[src/hw/icache_pkg.sv]
// Shared widths, sizes and entry types of the two-way instruction cache.
// Every cache module refers to these by scoped name.
package icache_pkg;

    // fetch address layout is tag [31:9], index [8:3], word select [2].
    localparam int ADDR_W = 32;
    localparam int TAG_W = 23;
    localparam int INDEX_W = 6;

    localparam int SETS = 64;  // one entry per index value.

    // a line holds two instructions and matches the memory data width.
    localparam int LINE_W = 64;
    localparam int INST_W = 32;

    // victim selection state per way and set.
    localparam int AGE_W = 3;
    localparam int AGE_MAX = 7;

    // one tag array entry.
    typedef struct packed {
        logic             valid;
        logic [TAG_W-1:0] tag;
    } tag_entry_t;

    typedef logic [LINE_W-1:0] line_t;

endpackage

[src/hw/icache_sram.sv]
`timescale 1ns/1ns
// Synchronous single-port array with one entry per cache set.
// The entry type is a parameter, so the same array holds tags or data lines.
module icache_sram #(
    parameter type entry_t = icache_pkg::line_t
) (
    input  logic                         clk,
    input  logic [icache_pkg::INDEX_W-1:0] addr_i,
    input  logic                         we_i,
    input  entry_t                       wdata_i,
    output entry_t                       rdata_o
);

    entry_t mem [icache_pkg::SETS];

    always_ff @(posedge clk) begin
        if (we_i) begin
            mem[addr_i] <= wdata_i;
        end
    end

    // read is registered every cycle and a write shows up on the next one.
    always_ff @(posedge clk) begin
        if (we_i) begin
            rdata_o <= wdata_i;
        end else begin
            rdata_o <= mem[addr_i];
        end
    end

endmodule

[config.mk]
export PLATFORM = sky130hd
export DESIGN_NAME = icache_sram
export DESIGN_NICKNAME = d
export VERILOG_FILES = /design/src/hw/icache_pkg.sv /design/src/hw/icache_sram.sv
export SDC_FILE = /design/constraint.sdc
export NUM_CORES = 2
export LEC_CHECK = 0
export BUFFER_PORTS_ARGS = -buffer_cell sky130_fd_sc_hd__buf_4
export CAP_MARGIN = 15
export CORE_MARGIN = 5
export CORE_UTILIZATION = 40
export DETAILED_ROUTE_END_ITERATION = 10
export PLACE_DENSITY = 0.63
export SLEW_MARGIN = 20
export SYNTH_ARGS = -nofsm -noshare
export SYNTH_HDL_FRONTEND = slang
export SYNTH_SLANG_ARGS = --single-unit
[constraint.sdc]
create_clock -name clk -period 5.9 [get_ports clk]
set_input_delay 0.59 -clock clk [delete_from_list [all_inputs] [get_ports clk]]
set_output_delay 0.59 -clock clk [all_outputs]
set_load 0.01 [all_outputs]
==> summary.md <==
| Metric | Value |
|---|---|
| Via density | 6.00 |
| Syn avg cell area | 23.7 µm² |
| Num CTS Buffers | 405 |
| Die area | 0.401 mm² |
| Period utilization | 90.4% |
| Wire per inst | 33.7 µm |
| Resized Gates After CTS | 0 |
| # setup viols final | 0 |
| Drt first pass iters | 5 |
| PwrDens | 340 mW/mm² |
| CP required | 5310 ps |
| Commonest non-fill, non-tap cell in the layout | edfxtp_1 |
| Type of destination of the critical path | primary output |
| Layout area overhead | 14.3% |
| Clock group share of total power | 41.5% |
| Max H-tree Level | 5 |
| Placement Setup Slack | 1580 ps |
| Hold-fix buffers at CTS | 6 |
| RSZ-0062 raised after global routing | no |
| Cells after Synth | 6540 |
| Clock transition at the registers of the reported paths | 70 ps |
| Yosys top cell area share | 79.3% |
| Root Buffer Master | clkbuf_16 |
| # clock sinks | 4102 |
| Final worst slack | 566 ps |
| Critical Path Max Stage Delay | 980 ps |
| Crit path max fanout | 21 |
| GP Congestion | 0.776 |
| Crit-path cells | nand2b_2, nor2_4, a2bb2oi_1, a31oi_1, a211oi_1, buf_4, buf_4 |
| Max-cap viol count | 0 |
| YS warnings | 0 |
| I/O pin count | 136 |
| Reg power frac | 53.6% |
| Initial core utilization | 40.2% |
| Util after Layout | 45.9% |
| Most used cell, CP | buf_4 |
| Worst IR drop on VDD | 0.265 mV |
| Total wire length | 421000 µm |
| Crit path max-delay cell type | dfxtp_1 |
| Hold crit path type | in2reg |
| Largest net degree at the start of global routing | 94 |
| Synth Net Count | 6612 |
| DRC violations left | 0 |
| Post-route insts no fill | 12500 |
| First-pass GRT wire length | 591000 µm |
| Area leader, netlist | edfxtp_1 |
| Logic gate share of total power | 4.8% |
| Register bit total from synthesis | 4102 |
| WP data arrival | 4740 ps |
| DR vias | 75100 |
| Initial antenna violation count | 28 |
| CTS tree | built |
| Die height | 633 µm |
| Min Tclk post-route | 5330 ps |
| Setup TNS | 0 ps |
| Final Hold Vio Count | 0 |
| Worst-Margin Slew | 1210 ps |
| Post-synth cell types | 33 |
| Core Footprint | 0.386 mm² |
| Biggest regs | mem x4096 |
| Die Wd | 633 µm |
| Largest register FFs | 4096 |
| Sw power | 12.7 mW |
| Outcome | finished, final reports clean |
| Fraction of layout cells with a size suffix above 1 | 28.8% |
| All-Layer GR Usage | 20.7% |
| Synthesized area | 0.155 mm² |
| Most frequent cells in the layout | 4096 x edfxtp_1, 1024 x mux4_2, 414 x clkbuf_16 |
| FP Rows | 228 |
| FMAX | 187 MHz |
| Hpwl dp | 229000 µm |
| Placed Instances | 11700 |
| Post-synthesis sequential area ratio | 79.3% |
| CTS Buffer Depth | 4 |
| CP Launch Type | flop |
| Fin. max-slew vios | 0 |
| Leak pwr | 54.7 nW |
| Number of port buffers | 135 |
| Grt ovf | 0 |
| Antenna Violating Nets Remaining | 0 |
| Worst slew margin | 19.2% |
| Layout Nets | 7057 |
| 1st-iter DRT viols | 9718 |
| Cell types occupying the most area after synthesis | edfxtp_1 79%, mux4_2 15%, mux2i_1 0.87% |
| Number of global-route vias before repair | 75400 |
| Sw frac | 21.1% |
| Critical path class | reg2out |
| Int Power | 47.6 mW |
| Largest register by flop count | mem |
| Setup Buffers After CTS | 0 |
| Final hold slack | 126 ps |
kinds of logic (layout without fill, tap and decap cells):
logic type	Yosys count	after routing	synth area share (%)
buffers and inverters	389	1167	1.19
AOI/OAI and AO/OA	504	504	2.50
DFF	4102	4102	79.3
muxes	1159	1159	15.7
other	0	12	0
and+or+nand+nor	386	386	1.25
critical path, delay by kind of cell (launching register included):
family / cells / cell delay [ps]
DFF: 1 / 980
AOI/OAI and AO/OA: 3 / 1260
buffers and inverters: 2 / 410
and+or+nand+nor: 2 / 1140
synth_stat cells:
master     instances
a211oi_1          63
a22o_1            88
a22oi_1          168
a2bb2oi_1         19
a31o_1             1
a31oi_1           18
a41oi_1           26
and2_1             3
and3_1            64
buf_1             20
buf_2            170
buf_4             34
buf_6              6
clkbuf_1         140
dfxtp_1            6
edfxtp_1        4096
inv_1             19
mux2i_1          135
mux4_2          1024
nand2_1           58
nand2b_1          11
nand3_1           45
nand3b_1           2
nand4_1            2
nand4b_1           1
nor2_1           112
nor2b_1           28
nor3_1             2
o221ai_1          38
o22ai_1           83
or2_2             28
or3_1             29
or3b_2             1
final cells by class:
| cell class | instances | area (µm²) |
|---|---|---|
| diodes | 12 | 30.0 |
| clock buffers | 493 | 10700 |
| clock inverters | 247 | 2160 |
| fillers | 31300 | 209000 |
| inverters | 19 | 71.3 |
| multi-input cells | 2049 | 30800 |
| flip-flops and latches | 4102 | 123000 |
| well taps | 5175 | 6470 |
| repair buffers | 408 | 3990 |
power by group through the flow:
stage | sequential [mW] | combinational (mW) | clock, mW
CTS | 32.3 | 2.95 | 25.4
floorplan | 32.9 | 1.57 | 0
finish | 32.3 | 2.91 | 25.0
global placement | 32.9 | 2.89 | 0
global route | 32.3 | 3.09 | 26.7
detailed placement | 32.9 | 2.94 | 0
worst paths after layout:
path | start | to | slack (ps) | depth (start not counted)
min | wdata_i[27] | mem[13][27]$_DFFE_PP_ | 130 | 1
max | flop | rdata_o[6] | 570 | 7
metal layers:
metal,global-route usage (%),share of wire [%],up-vias
li1,-,-,29200
met1,28.9,39,41200
met2,33.5,49,3993
met3,3.78,9.3,648
met4,6.31,3.2,14
met5,0,0.022,-
stage by stage:
| stage | power, mW | area, µm² |
|---|---|---|
| detailed placement | 35.9 | 164000 |
| global route | 62.1 | 177000 |
| finish | 60.3 | 177000 |
| floorplan | 34.5 | 155000 |
| global placement | 35.8 | 164000 |
| CTS | 60.7 | 177000 |
(Power assumes the default switching activity.)
