File: config.mk
export PLATFORM = sky130hd
export DESIGN_NAME = icache_age
export DESIGN_NICKNAME = d
export VERILOG_FILES = /design/src/hw/icache_pkg.sv /design/src/hw/icache_age.sv
export SDC_FILE = /design/constraint.sdc
export NUM_CORES = 1
export LEC_CHECK = 0
export BUFFER_PORTS_ARGS = -buffer_cell sky130_fd_sc_hd__buf_2
export CORE_ASPECT_RATIO = 1.5
export CORE_MARGIN = 2
export CORE_UTILIZATION = 65
export DETAILED_ROUTE_END_ITERATION = 10
export GPL_TIMING_DRIVEN = 0
export PLACE_DENSITY_LB_ADDON = 0.15
export SETUP_SLACK_MARGIN = 0.4
export SYNTH_ARGS = -nofsm -noshare
export SYNTH_HDL_FRONTEND = slang
export SYNTH_SLANG_ARGS = --single-unit
File: constraint.sdc
create_clock -name clk -period 6.5 [get_ports clk]
set_input_delay 0.65 -clock clk [delete_from_list [all_inputs] [get_ports clk]]
set_output_delay 0.65 -clock clk [all_outputs]
set_load 0.02 [all_outputs]
File: src/hw/icache_pkg.sv
// Shared widths, sizes and entry types of the two-way instruction cache.
// Every cache module refers to these by scoped name.
package icache_pkg;

    // fetch address layout is tag [31:9], index [8:3], word select [2].
    localparam int ADDR_W = 32;
    localparam int TAG_W = 23;
    localparam int INDEX_W = 6;

    localparam int SETS = 64;  // one entry per index value.

    // a line holds two instructions and matches the memory data width.
    localparam int LINE_W = 64;
    localparam int INST_W = 32;

    // victim selection state per way and set.
    localparam int AGE_W = 3;
    localparam int AGE_MAX = 7;

    // one tag array entry.
    typedef struct packed {
        logic             valid;
        logic [TAG_W-1:0] tag;
    } tag_entry_t;

    typedef logic [LINE_W-1:0] line_t;

endpackage

File: src/hw/icache_age.sv
`timescale 1ns/1ns
// Per-set age counters for both cache ways.
// Every delivered fetch ages all entries; the way that was used is made young.
// The victim output names the older way of the indexed set.
module icache_age (
    input  logic                           clk,
    input  logic                           reset_i,
    input  logic [icache_pkg::INDEX_W-1:0] index_i,
    input  logic                           touch_i,
    input  logic                           touch_way_i,
    input  logic                           deliver_i,
    output logic                           victim_way_o
);

    logic [icache_pkg::AGE_W-1:0] age0 [icache_pkg::SETS];
    logic [icache_pkg::AGE_W-1:0] age1 [icache_pkg::SETS];

    function automatic logic [icache_pkg::AGE_W-1:0] age_next(
        input logic [icache_pkg::AGE_W-1:0] age
    );
        if (age == icache_pkg::AGE_W'(icache_pkg::AGE_MAX)) begin
            return age;  // counters saturate.
        end
        return age + 1'b1;
    endfunction

    always_ff @(posedge clk) begin
        if (reset_i) begin
            for (int i = 0; i < icache_pkg::SETS; i++) begin
                age0[i] <= '0;
                age1[i] <= '0;
            end
        end else begin
            for (int i = 0; i < icache_pkg::SETS; i++) begin
                if (touch_i && !touch_way_i && index_i == i[icache_pkg::INDEX_W-1:0]) begin
                    age0[i] <= '0;  // a touch wins over the aging step.
                end else if (deliver_i) begin
                    age0[i] <= age_next(age0[i]);
                end
                if (touch_i && touch_way_i && index_i == i[icache_pkg::INDEX_W-1:0]) begin
                    age1[i] <= '0;
                end else if (deliver_i) begin
                    age1[i] <= age_next(age1[i]);
                end
            end
        end
    end

    // ties go to way 0.
    assign victim_way_o = (age0[index_i] >= age1[index_i]) ? 1'b0 : 1'b1;

endmodule

==> results of run 1 <==
through the flow:
stage / hold slack [ns] / instance area (sq um)
floorplan: 0.551 / 23200
global placement: 0.572 / 23800
CTS: 0.588 / 25000
global route: 0.600 / 25000
detailed placement: 0.578 / 23800
finish: 0.581 / 25000
placed cells by master (no fill, tap or decap), types with 3 or more instances in the layout:
master,netlist,layout
a211o_1,8,8
a21oi_1,169,169
a221o_1,96,96
a22oi_1,48,48
and2_1,257,257
buf_1,11,11
buf_12,3,3
buf_2,18,25
buf_4,4,4
buf_6,7,7
bufinv_16,0,4
clkbuf_1,72,77
clkbuf_16,0,39
clkinv_1,0,9
clkinv_2,0,7
edfxtp_1,384,384
ha_1,259,259
inv_1,128,128
mux4_1,10,10
mux4_2,86,86
nand2_1,6,6
nand2b_1,9,9
nor2_1,32,32
nor2b_1,122,122
nor3_1,10,10
nor3_2,6,6
nor4_1,3,3
o21ai_0,24,24
or2_2,3,3
or4_1,3,3
worst max-delay path by stage:
stage / to / cells past startpoint
2_1_floorplan: victim_way_o / 10
3_3_place_gp: victim_way_o / 13
4_1_cts: victim_way_o / 13
6_report: victim_way_o / 14
3_5_place_dp: victim_way_o / 13
5_1_grt: victim_way_o / 13
kinds of logic after synthesis:
| logic type | Yosys count | synth area share (%) |
|---|---|---|
| AND/OR/NAND/NOR | 459 | 12.1 |
| flip-flops | 384 | 49.7 |
| AO/OA/AOI/OAI | 346 | 10.2 |
| adder cells (fa/ha/maj) | 259 | 14.0 |
| buffers and inverters | 243 | 4.53 |
| multiplexers | 96 | 9.48 |
metal layers:
metal	track usage, %	up-vias	share of wire [%]
li1	-	6877	-
met1	41.9	7912	33
met2	61.6	1003	48
met3	10.7	359	10
met4	28.7	2	9.3
met5	0	-	0.019
sequential cells by signal, indices dropped and copies added, names as in the netlist:
register	count
age0	192
age1	192
power groups by stage:
| stage | sequential [mW] | combinational (mW) | clock [mW] |
|---|---|---|---|
| final | 3.13 | 0.807 | 2.22 |
| after global routing | 3.15 | 0.874 | 2.31 |
| after CTS | 3.12 | 0.786 | 2.21 |
| after detailed placement | 3.18 | 0.773 | 0 |
| after floorplan | 3.10 | 0.530 | 0 |
| after global placement | 3.16 | 0.745 | 0 |
cell type report:
type | instances | area, sq um
Clock buffer | 44 | 995
Inverter | 128 | 480
Sequential cell | 384 | 11500
Timing Repair Buffer | 7 | 35.0
Tap cell | 473 | 592
Antenna cell | 1 | 2.50
Buffer | 115 | 571
Clock inverter | 21 | 198
Multi-Input combinational cell | 1160 | 10600
Fill cell | 2541 | 10100
worst register-to-register path, stage by stage, from the launching register on:
cell and delay (ns):
edfxtp_1 0.42, ha_1 0.23, ha_1 0.19, inv_1 0.08, a21oi_1 0.07, o21ai_0 0.29
==> flow_metrics.py, run 1 <==
metrics = {
    "outcome": {
        "status": "completed",
    },
    "placement": {
        "dp_hpwl_mm": 50.6,
        "dp_cells": 2267,
        "io_buffer_count": 7,
        "post-place-ws_ns": 1.46,
        "gp_congestion": 1.03,
    },
    "global_route": {
        "track_usage_pct": 38.0,
        "antenna_found_initial": 1,
        "grt_max_degree": 15,
        "grt_pass1_wl_mm": 102,
        "first_global_vias": 16960,
        "overflow": 0,
    },
    "synthesis": {
        "synth_fp_nets": 2057,
        "syn_avg_cell_area_sq_um": 13.0,
        "synth_edf_count": 384,
        "synth_top_area_share_pct": 49.7,
        "synth-seq-cells": 384,
        "yosys.cell_types.count": 32,
        "async_flop_share_pct": 0,
        "synth-seq-area-share_pct": 49.7,
        "synth.most_common_cell": "edfxtp_1",
        "synth_ff_type": "edfxtp_1",
        "synthTopCellsByArea": "edfxtp_1 50%, ha_1 14%, mux4_2 8.3%",
        "syn_area_sq_um": 23200,
        "yosysWarnings": 0,
        "synth_commonest_cells": "384 x edfxtp_1, 259 x ha_1, 257 x and2_1",
        "synthCells": 1787,
        "yosysTopAreaCell": "edfxtp_1",
    },
    "die": {
        "dieArea_sq_um": 37300,
        "initial_core_util_pct": 66.1,
        "core_sq_um": 35100,
        "die_x_um": 158,
        "io_pins": 12,
        "num_rows": 84,
        "die_h_um": 235,
    },
    "pwr": {
        "power_frac_comb_pct": 13.1,
        "p_total_mw": 6.16,
        "sw_frac_of_total_pct": 25.9,
        "p_per_area_nw_per_um2": 246,
        "p_int_mw": 4.56,
        "switchingPower_mw": 1.59,
        "seq_power_share_pct": 50.9,
        "ir_drop_mv": 0.216,
        "clock_power_share_pct": 36.0,
        "p_leak_nw": 10.3,
    },
    "clock_tree": {
        "clkTransAtPathRegs_ns": 0.06,
        "ctsLongestPathBuffers": 3,
        "post_cts_resized": 0,
        "post_cts_buffers": 0,
        "clk_latency_ns": 0.55,
        "clock_sinks": 384,
        "cts_inserted_buffers": 38,
        "cts_hold_buf": 0,
        "cts_tree": "done",
        "cts-root-buf": "clkbuf_16",
        "htreeDepth": 2,
    },
    "critical_path": {
        "path_buf_inv": 6,
        "cp_max_fo": 10,
        "reg2reg_depth": 5,
        "slowest_delay_ns": 0.72,
        "required_ns": 5.85,
        "critPathLaunch": "index_i[2]",
        "cp_slowest_cell": "buf_1",
        "path_cells": "buf_2 > buf_2 > and2_1 > clkbuf_1 > buf_2 > buf_1 > a22oi_1 > a21oi_1 > nor4_1 > ha_1 > nand2b_1 > a21o_1 > a21oi_1 > buf_2",
        "crit_path_end_kind": "output pin",
        "r2r_end": "age0[4][1]",
        "criticalPathCategory": "in -> out",
        "rrSetupSlack_ns": 4.86,
        "cp.arrival_ns": 4.71,
        "crit_top_cell": "buf_2",
        "cp-start-kind": "input pin",
        "r2r-start": "age0[4][0]",
        "cp_top_family": "buffers and inverters",
    },
    "route": {
        "wl_per_cell_um": 29.7,
        "finalWirelength_mm": 69.4,
        "dr.pass1.iters": 7,
        "viasPerCell": 6.92,
        "route.vias.total": 16153,
        "drt_iter0_markers": 1820,
        "drc": 0,
        "antenna_left": 0,
    },
    "hold_path": {
        "hold_depth": 1,
        "min_path_type": "reg -> reg",
        "holdPathEnd": "age0[17][0]",
        "hold_start": "age0[17][0]",
    },
    "timing": {
        "worst_pin_slew_ns": 1.38,
        "hold_viol_final": 0,
        "fmax_mhz": 186,
        "final.min_clock_period_ns": 5.36,
        "period_share_pct": 82.5,
        "rsz0062_at_grt": "false",
        "slew_headroom_pct": 7.73,
        "skew_ns": 0.0173,
        "finalWorstSetupSlack_ns": 1.14,
        "slew_violations": 0,
        "setup_viol": 0,
        "finalSetupTns_ns": 0,
    },
    "finish": {
        "utilization_pct": 71.3,
        "area_growth_pct": 7.85,
        "drive_gt1_share_pct": 10.1,
        "nNetsFinal": 2104,
        "final_cells": 2333,
    },
    "run": {
        "cap_violations": 0,
    },
}
Power figures use the tool's default switching activity.
==> run 2: changes to the inputs <==
- CORE_UTILIZATION: 65 -> 58
- clock period: 6.5 -> 4.7 ns (I/O delays scaled with it)
==> run 2 against run 1 <==
Against the previous run: the flow now finishes with violations (DRC, capacitance limit, slew limit); largest power group unchanged; non-clock buffer count is 1 higher; critical path type unchanged; combinational power is 38% higher; count of clock-buffer cells in the layout is 9 higher; critical endpoint unchanged; sequential share of layout area decreased by 0.097 points.
==> flow_metrics.py, run 2 (synthesis gave the netlist of run 1 again) <==
metrics = {
    "route": {
        "dr.pass1.iters": 9,
        "drc": 6,
        "wl_per_cell_um": 29.7,
        "finalWirelength_mm": 70.2,
        "viasPerCell": 6.78,
        "route.vias.total": 16005,
        "antenna_left": 0,
        "drt_iter0_markers": 1992,
    },
    "placement": {
        "dp_hpwl_mm": 51.6,
        "gp_congestion": 1.01,
        "io_buffer_count": 7,
    },
    "finish": {
        "drive_gt1_share_pct": 10.6,
        "utilization_pct": 63.6,
        "area_growth_pct": 8.08,
        "final_cell_mix": "384 x edfxtp_1, 259 x ha_1, 257 x and2_1",
        "nNetsFinal": 2106,
        "reg.largest.list": "age0 (192), age1 (192)",
        "final_common_cell": "edfxtp_1",
    },
    "timing": {
        "period_share_pct": 89.8,
        "hold_viol_final": 0,
        "rsz0062_at_grt": "false",
        "fmax_mhz": 237,
        "skew_ns": 0.00794,
        "slew_headroom_pct": -0.548,
        "final.min_clock_period_ns": 4.22,
        "slew_violations": 1,
        "setup_viol": 0,
        "finalSetupTns_ns": 0,
        "worst_pin_slew_ns": 1.50,
    },
    "die": {
        "dieArea_sq_um": 41700,
        "die_x_um": 167,
        "num_rows": 89,
        "die_h_um": 249,
        "initial_core_util_pct": 58.9,
        "core_sq_um": 39400,
        "io_pins": 12,
    },
    "clock_tree": {
        "cts_tree": "done",
        "ctsLongestPathBuffers": 3,
        "cts_inserted_buffers": 39,
        "post_cts_buffers": 0,
        "clkTransAtPathRegs_ns": 0.06,
        "clock_sinks": 384,
        "htreeDepth": 2,
        "clk_latency_ns": 0.55,
        "cts-root-buf": "clkbuf_16",
    },
    "global_route": {
        "track_usage_pct": 33.8,
        "grt_pass1_wl_mm": 103,
        "grt_max_degree": 14,
        "overflow": 0,
        "first_global_vias": 16529,
        "antenna_found_initial": 1,
    },
    "outcome": {
        "violations": "DRC, capacitance limit, slew limit",
        "status": "complete, but fails checks",
    },
    "critical_path": {
        "criticalPathCategory": "in -> out",
        "required_ns": 4.23,
        "cp-start-kind": "input pin",
        "cp.arrival_ns": 3.75,
        "cp_max_fo": 10,
        "crit_path_end_kind": "output pin",
    },
    "pwr": {
        "ir_drop_mv": 0.270,
        "p_int_mw": 6.23,
        "switchingPower_mw": 2.20,
        "p_leak_nw": 10.3,
        "seq_power_share_pct": 51.4,
        "sw_frac_of_total_pct": 26.1,
        "p_per_area_nw_per_um2": 336,
        "clock_power_share_pct": 35.4,
        "power_frac_comb_pct": 13.2,
    },
    "hold_path": {
        "min_path_type": "reg -> reg",
    },
    "run": {
        "cap_violations": 2,
    },
}
run 2: per-stage QoR:
stage | total power, mW | instances | area (sq um) | hold slack [ns] | setup slack [ns]
finish | 8.42 | 2362 | 25100 | 0.591 | 0.479
global route | 8.66 | 2361 | 25100 | 0.607 | 0.483
CTS | 8.39 | 2361 | 25100 | 0.588 | 0.413
detailed placement | 5.47 | 2295 | 23900 | 0.580 | -0.144
global placement | 5.42 | 2294 | 23900 | 0.570 | -0.151
floorplan | 5.03 | 1787 | 23200 | 0.551 | 1.20
run 2: path summary, 6_finish.rpt:
kind                     from            to  slack [ns]  cells past startpoint
setup / recovery   index_i[1]  victim_way_o        0.48                     12
hold / removal    age1[52][0]   age1[52][0]        0.59                      1
setup reg to reg   age1[4][0]    age1[4][1]        2.95                      5
hold reg to reg   age1[52][0]   age1[52][0]        0.59                      1
run 2: critical path, cell delays in order:
cell and delay [ns]:
buf_4 0.18, buf_6 0.23, clkbuf_2 0.48, mux4_2 0.42
a22oi_1 0.36, a21oi_1 0.14, nor4_1 0.34, ha_1 0.28
nand2b_1 0.14, a21o_1 0.19, a21oi_2 0.26, buf_2 0.22
run 2: per-layer routing:
layer	track usage [%]	part of all wire, %	routed length (um)	vias up
met1	38.5	34	24000	7921
met4	23.8	8.4	5910	0
met2	57.3	49	34100	901
met5	0	0	0	-
li1	-	-	-	6874
met3	6.50	8.9	6240	309
run 2: layout make-up:
type / count / area [sq um]
repair buffers: 8 / 42.5
flip-flops and latches: 384 / 11500
clock inverters: 13 / 86.3
plain buffers: 115 / 601
inverters: 128 / 480
clock buffers: 53 / 1070
well taps: 500 / 626
fillers: 3086 / 14300
diodes: 1 / 2.50
multi-input cells: 1160 / 10600
run 2: power groups by stage:
| stage | combinational [mW] | sequential, mW | clock, mW |
|---|---|---|---|
| after floorplan | 0.732 | 4.29 | 0 |
| after global placement | 1.04 | 4.38 | 0 |
| after detailed placement | 1.08 | 4.39 | 0 |
| after CTS | 1.09 | 4.32 | 2.98 |
| after global routing | 1.21 | 4.35 | 3.09 |
| final | 1.11 | 4.32 | 2.98 |
run 2: repair_timing:
action	CTS	global route
hold buffers	0	0
pin swaps	0	0
setup endpoints to repair	1	1
gates resized for setup	18	6
