[config.mk]
export PLATFORM = sky130hd
export DESIGN_NAME = icache_ctrl
export DESIGN_NICKNAME = d
export VERILOG_FILES = /design/src/hw/icache_pkg.sv /design/src/hw/icache_ctrl.sv
export SDC_FILE = /design/constraint.sdc
export NUM_CORES = 1
export LEC_CHECK = 0
export BUFFER_PORTS_ARGS = -buffer_cell sky130_fd_sc_hd__buf_2
export CAP_MARGIN = 20
export CELL_PAD_IN_SITES_DETAIL_PLACEMENT = 1
export CELL_PAD_IN_SITES_GLOBAL_PLACEMENT = 2
export CORE_ASPECT_RATIO = 0.6
export CORE_MARGIN = 2
export CORE_UTILIZATION = 22
export CTS_CLUSTER_SIZE = 40
export DETAILED_ROUTE_END_ITERATION = 8
export PLACE_DENSITY_LB_ADDON = 0.3
export SLEW_MARGIN = 10
export SYNTH_ARGS = -nofsm -noshare
export SYNTH_HDL_FRONTEND = slang
export SYNTH_SLANG_ARGS = --single-unit
[constraint.sdc]
create_clock -name clk -period 3.5 [get_ports clk]
set_input_delay 0.7 -clock clk [delete_from_list [all_inputs] [get_ports clk]]
set_output_delay 0.7 -clock clk [all_outputs]
set_load 0.005 [all_outputs]
[src/hw/icache_pkg.sv]
// Shared widths, sizes and entry types of the two-way instruction cache.
// Every cache module refers to these by scoped name.
package icache_pkg;

    // fetch address layout is tag [31:9], index [8:3], word select [2].
    localparam int ADDR_W = 32;
    localparam int TAG_W = 23;
    localparam int INDEX_W = 6;

    localparam int SETS = 64;  // one entry per index value.

    // a line holds two instructions and matches the memory data width.
    localparam int LINE_W = 64;
    localparam int INST_W = 32;

    // victim selection state per way and set.
    localparam int AGE_W = 3;
    localparam int AGE_MAX = 7;

    // one tag array entry.
    typedef struct packed {
        logic             valid;
        logic [TAG_W-1:0] tag;
    } tag_entry_t;

    typedef logic [LINE_W-1:0] line_t;

endpackage

[src/hw/icache_ctrl.sv]
`timescale 1ns/1ns
// Cache controller: lookup, hit response, line refill and fence walk.
// Arrays are read one cycle after their address is driven.
module icache_ctrl (
    input  logic                           clk,
    input  logic                           reset_i,
    input  logic                           fetch_req_i,
    input  logic [icache_pkg::ADDR_W-1:0]  fetch_addr_i,
    input  logic                           fence_i,
    output logic                           fetch_ready_o,
    output logic                           fetch_valid_o,
    output logic [icache_pkg::INST_W-1:0]  fetch_data_o,
    output logic                           mem_req_o,
    output logic [icache_pkg::ADDR_W-1:0]  mem_addr_o,
    input  logic                           mem_valid_i,
    input  icache_pkg::line_t              mem_data_i,
    output logic [icache_pkg::INDEX_W-1:0] arr_addr_o,
    output logic [1:0]                     tag_we_o,
    output icache_pkg::tag_entry_t         tag_wdata_o,
    input  icache_pkg::tag_entry_t         tag0_rdata_i,
    input  icache_pkg::tag_entry_t         tag1_rdata_i,
    output logic [1:0]                     data_we_o,
    input  icache_pkg::line_t              data0_rdata_i,
    input  icache_pkg::line_t              data1_rdata_i,
    output logic                           age_touch_o,
    output logic                           age_way_o,
    output logic                           age_deliver_o,
    input  logic                           victim_way_i
);

    typedef enum logic [2:0] {
        S_IDLE,
        S_LOOKUP,
        S_HIT,
        S_REFILL,
        S_FENCE
    } state_t;

    state_t                           state_q;
    logic [icache_pkg::ADDR_W-1:0]    req_addr_q;
    logic [icache_pkg::INDEX_W-1:0]   walk_q;
    logic                             way_q;  // hit way, or the way to fill.
    logic                             issue_q;
    logic [icache_pkg::TAG_W-1:0]     req_tag;
    logic                             hit0;
    logic                             hit1;
    logic                             fill_way;
    logic                             deliver;
    logic                             fill;
    icache_pkg::line_t                hit_line;

    function automatic logic [icache_pkg::INST_W-1:0] pick_word(
        input icache_pkg::line_t line,
        input logic              sel
    );
        return sel ? line[icache_pkg::INST_W +: icache_pkg::INST_W]
                   : line[0 +: icache_pkg::INST_W];
    endfunction

    assign req_tag = req_addr_q[icache_pkg::ADDR_W-1 -: icache_pkg::TAG_W];

    assign hit0 = tag0_rdata_i.valid && (tag0_rdata_i.tag == req_tag);
    assign hit1 = tag1_rdata_i.valid && (tag1_rdata_i.tag == req_tag);

    // an empty way is filled before the age counters are asked.
    assign fill_way = !tag0_rdata_i.valid ? 1'b0 :
                      !tag1_rdata_i.valid ? 1'b1 : victim_way_i;

    assign hit_line = way_q ? data1_rdata_i : data0_rdata_i;

    assign fill = (state_q == S_REFILL) && mem_valid_i;
    assign deliver = (state_q == S_HIT) || fill;

    always_ff @(posedge clk) begin
        if (reset_i) begin
            state_q <= S_IDLE;
            walk_q <= '0;
            issue_q <= 1'b0;
            mem_req_o <= 1'b0;
            fetch_valid_o <= 1'b0;
        end else begin
            fetch_valid_o <= 1'b0;
            issue_q <= 1'b0;
            mem_req_o <= issue_q;  // request leaves one cycle after the miss is known.
            case (state_q)
                S_IDLE: begin
                    if (fence_i && fetch_ready_o) begin
                        state_q <= S_FENCE;
                        walk_q <= '0;
                    end else if (fetch_req_i && fetch_ready_o) begin
                        state_q <= S_LOOKUP;
                    end
                end
                S_LOOKUP: begin
                    if (hit0 || hit1) begin
                        state_q <= S_HIT;
                    end else begin
                        state_q <= S_REFILL;
                        issue_q <= 1'b1;
                    end
                end
                S_HIT: begin
                    fetch_valid_o <= 1'b1;
                    state_q <= S_IDLE;
                end
                S_REFILL: begin
                    if (mem_valid_i) begin
                        fetch_valid_o <= 1'b1;
                        state_q <= S_IDLE;
                    end
                end
                S_FENCE: begin
                    walk_q <= walk_q + 1'b1;
                    if (walk_q == icache_pkg::INDEX_W'(icache_pkg::SETS - 1)) begin
                        state_q <= S_IDLE;
                    end
                end
                default: begin
                    state_q <= S_IDLE;
                end
            endcase
        end
    end

    always_ff @(posedge clk) begin
        if (state_q == S_IDLE && fetch_req_i) begin
            req_addr_q <= fetch_addr_i;
        end
        if (state_q == S_LOOKUP) begin
            way_q <= hit1 ? 1'b1 : (hit0 ? 1'b0 : fill_way);
        end
        if (state_q == S_HIT) begin
            fetch_data_o <= pick_word(hit_line, req_addr_q[2]);
        end else if (fill) begin
            fetch_data_o <= pick_word(mem_data_i, req_addr_q[2]);
        end
    end

    always_comb begin
        case (state_q)
            S_IDLE:  arr_addr_o = fetch_addr_i[3 +: icache_pkg::INDEX_W];
            S_FENCE: arr_addr_o = walk_q;
            default: arr_addr_o = req_addr_q[3 +: icache_pkg::INDEX_W];
        endcase
    end

    assign fetch_ready_o = (state_q == S_IDLE) && !fetch_valid_o;
    assign mem_addr_o = {req_addr_q[icache_pkg::ADDR_W-1:3], 3'b000};

    // the fence writes invalid entries into both ways of the walked set.
    assign tag_we_o = (state_q == S_FENCE) ? 2'b11 :
                      fill ? {way_q, !way_q} : 2'b00;
    assign tag_wdata_o.valid = (state_q != S_FENCE);
    assign tag_wdata_o.tag = (state_q == S_FENCE) ? '0 : req_tag;
    assign data_we_o = fill ? {way_q, !way_q} : 2'b00;

    assign age_touch_o = deliver;
    assign age_way_o = way_q;
    assign age_deliver_o = deliver;

endmodule

==> results of run 1 <==
==> metrics by stage <==
step	utilization	total power [mW]	instances	setup slack [ns]
final	0.327	3.77	1064	0.622
after global routing	0.326	4.04	1062	0.385
after CTS	0.326	3.86	1062	0.565
after detailed placement	0.314	2.91	1046	0.860
after global placement	0.314	2.87	1046	0.891
after floorplan	-	2.30	435	0.289
==> cell type report <==
class | instances | area, um^2 | share of cell area
timing repair buffer | 382 | 1940 | 0.269
clock buffer | 10 | 239 | 0.0331
tap | 286 | 358 | 0.0496
inverter | 6 | 22.5 | 0.00312
multi-input combinational | 297 | 2470 | 0.342
clock inverter | 6 | 46.3 | 0.00642
antenna | 2 | 5.00 | 0.000694
sequential | 75 | 2130 | 0.296
==> worst reg2reg max path, stage by stage (launching register included) <==
cell and delay (ns):
edfxtp_1 0.50, xor2_1 0.22, nor4_1 0.75, nand4_1 0.30, o311ai_0 0.57, a21oi_1 0.13
==> worst max path at each step <==
stage                                          to  depth (start not counted)                    start
after global routing              tag_wdata_o[22]                          5  state_q[2]$_SDFFE_PP0P_
after global placement    state_q[0]$_SDFFE_PP0P_                          6         tag1_rdata_i[12]
after detailed placement  state_q[0]$_SDFFE_PP0P_                          6         tag1_rdata_i[12]
after CTS                         tag_wdata_o[20]                          5  state_q[2]$_SDFFE_PP0P_
final                             tag_wdata_o[20]                          5  state_q[2]$_SDFFE_PP0P_
after floorplan                       age_touch_o                          3              mem_valid_i
==> layout by cell type (no fill, tap or decap), types with 3 or more instances in the layout <==
master,synthesis,routed
dfxtp_1,12,12
inv_6,0,3
a21oi_1,5,5
nor2_4,1,3
buf_2,5,376
nand4_1,6,6
nor2_1,16,14
nor2b_1,3,3
nor4_1,9,9
nand2_1,41,41
clkbuf_16,0,9
buf_4,33,5
nand3_1,3,3
mux2i_1,38,38
mux4_2,32,32
and2_1,24,24
xor2_1,38,38
o21ai_0,46,46
nor3_1,3,3
inv_1,5,5
edfxtp_1,63,63
xnor2_1,8,8
conb_1,1,3
==> flip-flops by register name (all words and copies together), names as in the netlist <==
register and flops:
fetch_data_o 32, req_addr_q 30, walk_q 6, state_q 3, age_way_o 1, fetch_valid_o 1
issue_q 1, mem_req_o 1
==> metal layers <==
layer  up-vias  wire (um)
li1       2249          -
met1      2260       8650
met2       166       9100
met3        11       1440
met4         0        148
met5         -          0
==> power by group through the flow <==
stage          Combinational, mW  Clock (mW)  Sequential, mW
5_1_grt                     1.66       0.991            1.38
3_5_place_dp                1.54           0            1.38
6_report                    1.50       0.913            1.35
2_1_floorplan              0.974           0            1.33
3_3_place_gp                1.50           0            1.37
4_1_cts                     1.54       0.959            1.36
==> cells by family (layout without fill, tap and decap cells) <==
logic type	after synthesis	count (layout)
AOI/OAI and AO/OA	63	63
xor gates and xnor gates	46	46
adders and majority gates	1	1
buffers and inverters	63	404
DFF	75	75
muxes	70	70
other	1	5
and+or+nand+nor	114	114
==> reports/qor.txt, run 1 <==
Leak Pwr -> 3.24 nW
Setup CP Type -> flop to primary output
Layout Nets -> 1,050
PD cells -> 523 nW/um^2
Clock Latency Late Sink -> 0.35 ns
Fillers -> 2,595
status -> complete, no violations
PortBufs -> 376
mux contribution to synthesized area -> 0.222
Power Internal -> 2.44 mW
share of cells above drive strength 1 -> 0.561
initial antenna violation count -> 2
area leader, netlist -> edfxtp_1
CP endpoint kind -> primary output
r2r startpoint -> req_addr_q[13]$_DFFE_PP_
drt wl/cell -> 18.2 um
count of cell types in the netlist -> 43
Critical R2R Capture -> state_q[0]$_SDFFE_PP0P_
Post-Synth Adder-Cell Area -> 0.00253
maxcap violations -> 0
hold_sp -> issue_q$_SDFF_PP0_
routability congestion estimate -> 0.802
largest family of logic cells by synthesized area -> multiplexers
CTS hold repair buffers -> 0
R2R cell count -> 5
Worst Skew -> 0.00592 ns
Vias -> 4,686
Mapped Area -> 4950 um^2
critical path's largest stage delay -> 0.68 ns
Hold Vio Cnt, Final -> 0
Post-route DRC -> 0
Fin Setup TNS -> 0 ns
global-route wire length before repair -> 28,200 um
fin crit share -> 0.822
Initial Util -> 0.224
Slew headroom -> 0.426
Hold Path End -> mem_req_o$_SDFF_PP0_
flop and latch count out of synthesis -> 75
Post-Synth XOR/XNOR Area -> 0.0813
Core ar. -> 22,100 um^2
Vert. Die Dim -> 120 um
fraction of power consumed by sequential logic -> 0.359
Cells after Synth -> 433
Pins Over Slew Limit -> 0
WP buf/inv -> 3
final cell area excluding filler cells -> 7210 um^2
worst hold path class -> flop to flop
critical path arrival -> 2.18 ns
critical path's top delay family -> flip-flops
critical path's slowest cell -> dfxtp_1
Commonest cells post-synth -> edfxtp_1, o21ai_0, nand2_1, mux2i_1, xor2_1
Post-synth EDFFs -> 63
Clock transition at path regs -> 0.07 ns
Final Critical Period -> 2.88 ns
Net Switching -> 1.33 mW
row cnt -> 42
H-tree depth -> 3
DR iter-0 viols -> 154
overall routing resource usage -> 0.159
sw frac -> 0.352
CTS Buffer Depth -> 2
final wirelength -> 19,300 um
YS warnings -> 0
Num CTS Buffers -> 9
met1 usage -> 0.206
met3 usage -> 0.0555
clock power share -> 0.242
drt first pass iters -> 4
combinational share of power -> 0.399
I/O Pins -> 382
register area share after synthesis -> 0.430
Max VDD drop -> 0.254 mV
Root Buffer -> clkbuf_16
vias in the first global route -> 4,974
die area -> 23,800 um^2
Startpoint Class -> flop
cell with the most instances after synthesis -> edfxtp_1
WP data required -> 2.80 ns
Max Freq -> 0.347 GHz
Vias/cell -> 4.40
area grow syn2layout -> 45.6%
TritonCTS clock tree -> done
share of the synthesized area in the top cell type -> 0.382
Placed Area -> 6920 um^2
worst-margin pin slew -> 0.852 ns
HPWL after detailed placement -> 16,100 um
# setup viols final -> 0
CTS resizes -> 0
RSZ-0062 raised after global routing -> false
Most Used Layer, Global Route -> met2
Compound-Gate Fraction of Synth Area -> 0.0705
FF-to-FF setup slack -> 0.91 ns
pin count of the biggest net entering global routing -> 65
worst hold slack -> 0.438 ns
WHS Path Cells -> 1
clock sinks -> 75
simple-gate share of the synthesized area -> 0.116
syn_area_per_cell -> 11.4 um^2
GRT overflow -> 0
Post-DRT Antenna Nets -> 0
die width -> 198 um
CP Cell Sequence -> inv_1, nor2_4, inv_2, and2_1, buf_2
met2 global-route usage -> 0.255
worst-path maximum fanout -> 31
asr flop ratio synth -> 0
Main synth FF type -> edfxtp_1
top post-synthesis cells by area -> edfxtp_1, mux4_2, mux2i_1, xor2_1, buf_4
# Post-CTS Setup Buffers -> 0
No activity file was read; power rests on OpenSTA's default activity.
==> inputs of run 2 (changes only) <==
- ABC_AREA: unset -> 1
- CORE_UTILIZATION: 22 -> 20
- clock period: 3.5 -> 2.73 ns (I/O delays scaled with it)
==> run 2 against run 1 <==
  * Count of clock-buffer cells in the layout grew 2
  * Cell count grew 39%
  * Area after synthesis grew 8.3%
  * Largest power group unchanged
  * Total power grew 61%
  * Setup slack lost 0.41 ns
  * Worst hold slack lost 0.083 ns
  * Global-route usage grew 2.0 points
  * First-iteration DRC count grew 95%
  * Non-clock buffer count grew 4
  * Highest routed layer is now met5
  * Critical path type unchanged
  * Largest cell class unchanged
  * Via count grew 35%
==> reports/qor.txt, run 2 <==
largest register by flop count -> fetch_data_o
WP data required -> 2.18 ns
overall routing resource usage -> 0.179
Clock transition at path regs -> 0.07 ns
area leader, netlist -> edfxtp_1
row cnt -> 46
Commonest cells post-synth -> nand2_1, nor2_1, o21ai_0, inv_1, edfxtp_1
met2 wire len -> 11,400 um
die area -> 28,200 um^2
Clock Latency Late Sink -> 0.36 ns
r2r startpoint -> state_q[1]$_SDFFE_PP0P_
routability congestion estimate -> 0.798
Mapped Area -> 5360 um^2
CTS hold repair buffers -> 0
most frequent cells in the layout -> buf_2, nand2_1, nor2_1, o21ai_0, inv_1
fin crit share -> 0.923
worst-margin pin slew -> 0.717 ns
final cell area excluding filler cells -> 7690 um^2
count of cell types in the netlist -> 31
max reg flops -> 32
DP Cell Count -> 1,458
status -> complete, no violations
Cells after Synth -> 782
Num CTS Buffers -> 9
Startpoint Class -> flop
R2R cell count -> 5
CP endpoint kind -> primary output
Vias -> 6,319
maxcap violations -> 0
Post-Route M1 WL -> 12,500 um
vias in the first global route -> 6,129
GRT overflow -> 0
register area share after synthesis -> 0.397
HPWL after detailed placement -> 20,800 um
Vert. Die Dim -> 131 um
fin cells -> 1,477
Hold Vio Cnt, Final -> 0
Critical R2R Capture -> fetch_data_o[3]$_DFFE_PP_
Worst Skew -> 0.00899 ns
share of cells above drive strength 1 -> 0.377
# setup viols final -> 0
worst hold path class -> primary input to flop
Initial Util -> 0.203
pre-CTS WS -> 0.362 ns
die width -> 215 um
TritonCTS clock tree -> done
Power Total -> 6.08 mW
cell with the most instances after synthesis -> nand2_1
most common cell after layout, fill and taps aside -> buf_2
drt wl/cell -> 17.6 um
hold_sp -> fetch_addr_i[17]
Layout Nets -> 1,388
FF-to-FF setup slack -> 0.62 ns
H-tree depth -> 3
final wirelength -> 26,000 um
Pins Over Slew Limit -> 0
global-route wire length before repair -> 37,700 um
share of the synthesized area in the top cell type -> 0.353
area grow syn2layout -> 43.4%
Vias/cell -> 4.28
WHS Path Cells -> 1
DR iter-0 viols -> 301
I/O Pins -> 382
Placed Area -> 7370 um^2
PortBufs -> 376
Max Freq -> 0.397 GHz
PD cells -> 791 nW/um^2
Core ar. -> 26,400 um^2
Root Buffer -> clkbuf_16
critical path arrival -> 1.97 ns
Setup CP Type -> flop to primary output
Slew headroom -> 0.522
biggest regs -> fetch_data_o (32), req_addr_q (30), walk_q (6)
clock sinks -> 75
YS warnings -> 0
worst-path maximum fanout -> 10
wire length on met3 -> 1850 um
syn_area_per_cell -> 6.86 um^2
Post-synth EDFFs -> 63
Final Critical Period -> 2.52 ns
Max VDD drop -> 0.273 mV
Main synth FF type -> edfxtp_1
initial antenna violation count -> 6
drt first pass iters -> 4
asr flop ratio synth -> 0
highest metal used -> met5
Fillers -> 3,401
CTS Buffer Depth -> 2
flop and latch count out of synthesis -> 75
Leak Pwr -> 3.82 nW
top post-synthesis cells by area -> edfxtp_1, nand2_1, nor2_1, o21ai_0, buf_4
Hold Path End -> req_addr_q[17]$_DFFE_PP_
final worst setup slack -> 0.210 ns
Post-route DRC -> 0
pin count of the biggest net entering global routing -> 67
Post-DRT Antenna Nets -> 0
run 2: cell types whose count changed after synthesis, moves of 9 or more:
cell	delta
nand2_1	+164
nor2_1	+143
inv_1	+66
o21ai_0	+42
mux2i_1	-38
xor2_1	-37
mux4_2	-32
o22ai_1	+32
a31oi_1	+30
and2_1	-24
buf_2	+17
nor4_1	-9
run 2: critical path, cell delays in order (launching register included):
cell and delay, ns:
dfxtp_1 0.52, inv_1 0.11, nor3_1 0.34, nand2_2 0.22, nand2_4 0.25, buf_2 0.16
run 2: kinds of logic after synthesis:
| logic type | count (synthesis) | share of synthesized area |
|---|---|---|
| and+or+nand+nor | 385 | 0.280 |
| buffers and inverters | 148 | 0.139 |
| AOI/OAI and AO/OA | 171 | 0.180 |
| adders and majority gates | 1 | 0.00233 |
| xor gates and xnor gates | 1 | 0.00163 |
| other | 1 | 0.000699 |
| DFF | 75 | 0.397 |
run 2: metal layers:
layer	up-vias	global-route usage
li1	3186	-
met1	2944	0.248
met2	168	0.269
met3	15	0.0662
met4	6	0.0292
met5	-	0
run 2: through the flow:
| stage | TNS (ns) | util | hold slack (ns) |
|---|---|---|---|
| 3_3_place_gp | 0 | 0.280 | 0.410 |
| 4_1_cts | 0 | 0.291 | 0.328 |
| 5_1_grt | -0.0131 | 0.292 | 0.330 |
| 2_1_floorplan | 0 | - | 0.388 |
| 3_5_place_dp | 0 | 0.280 | 0.416 |
| 6_report | 0 | 0.292 | 0.355 |
run 2: area by class of cell:
class | instances | area, um^2 | share of cell area
inverter | 76 | 288 | 0.0374
clock buffer | 12 | 258 | 0.0335
tap | 360 | 450 | 0.0586
antenna | 3 | 7.51 | 0.000976
multi-input combinational | 561 | 2510 | 0.327
timing repair buffer | 386 | 1990 | 0.259
sequential | 75 | 2130 | 0.277
clock inverter | 4 | 47.5 | 0.00618
run 2: timing repair:
item,in CTS,in global routing
setup buffers,0,0
endpoints found under the setup margin,2,2
resized for setup,1,1
run 2: worst max-delay path by stage:
| stage | start | slack [ns] | to |
|---|---|---|---|
| floorplan | state_q[1]$_SDFFE_PP0P_ | 0.25 | age_touch_o |
| global placement | state_q[1]$_SDFFE_PP0P_ | 0.40 | age_deliver_o |
| detailed placement | state_q[1]$_SDFFE_PP0P_ | 0.36 | age_deliver_o |
| CTS | state_q[1]$_SDFFE_PP0P_ | 0.07 | age_deliver_o |
| global route | state_q[1]$_SDFFE_PP0P_ | -0.009 | age_touch_o |
| finish | state_q[1]$_SDFFE_PP0P_ | 0.21 | age_deliver_o |
run 2: power by group:
part,leakage [nW],total (mW),switching [mW],internal [mW]
combinational,2.98,2.87,1.81,1.06
clock,0.153,1.29,0.529,0.765
sequential,0.684,1.92,0.200,1.72
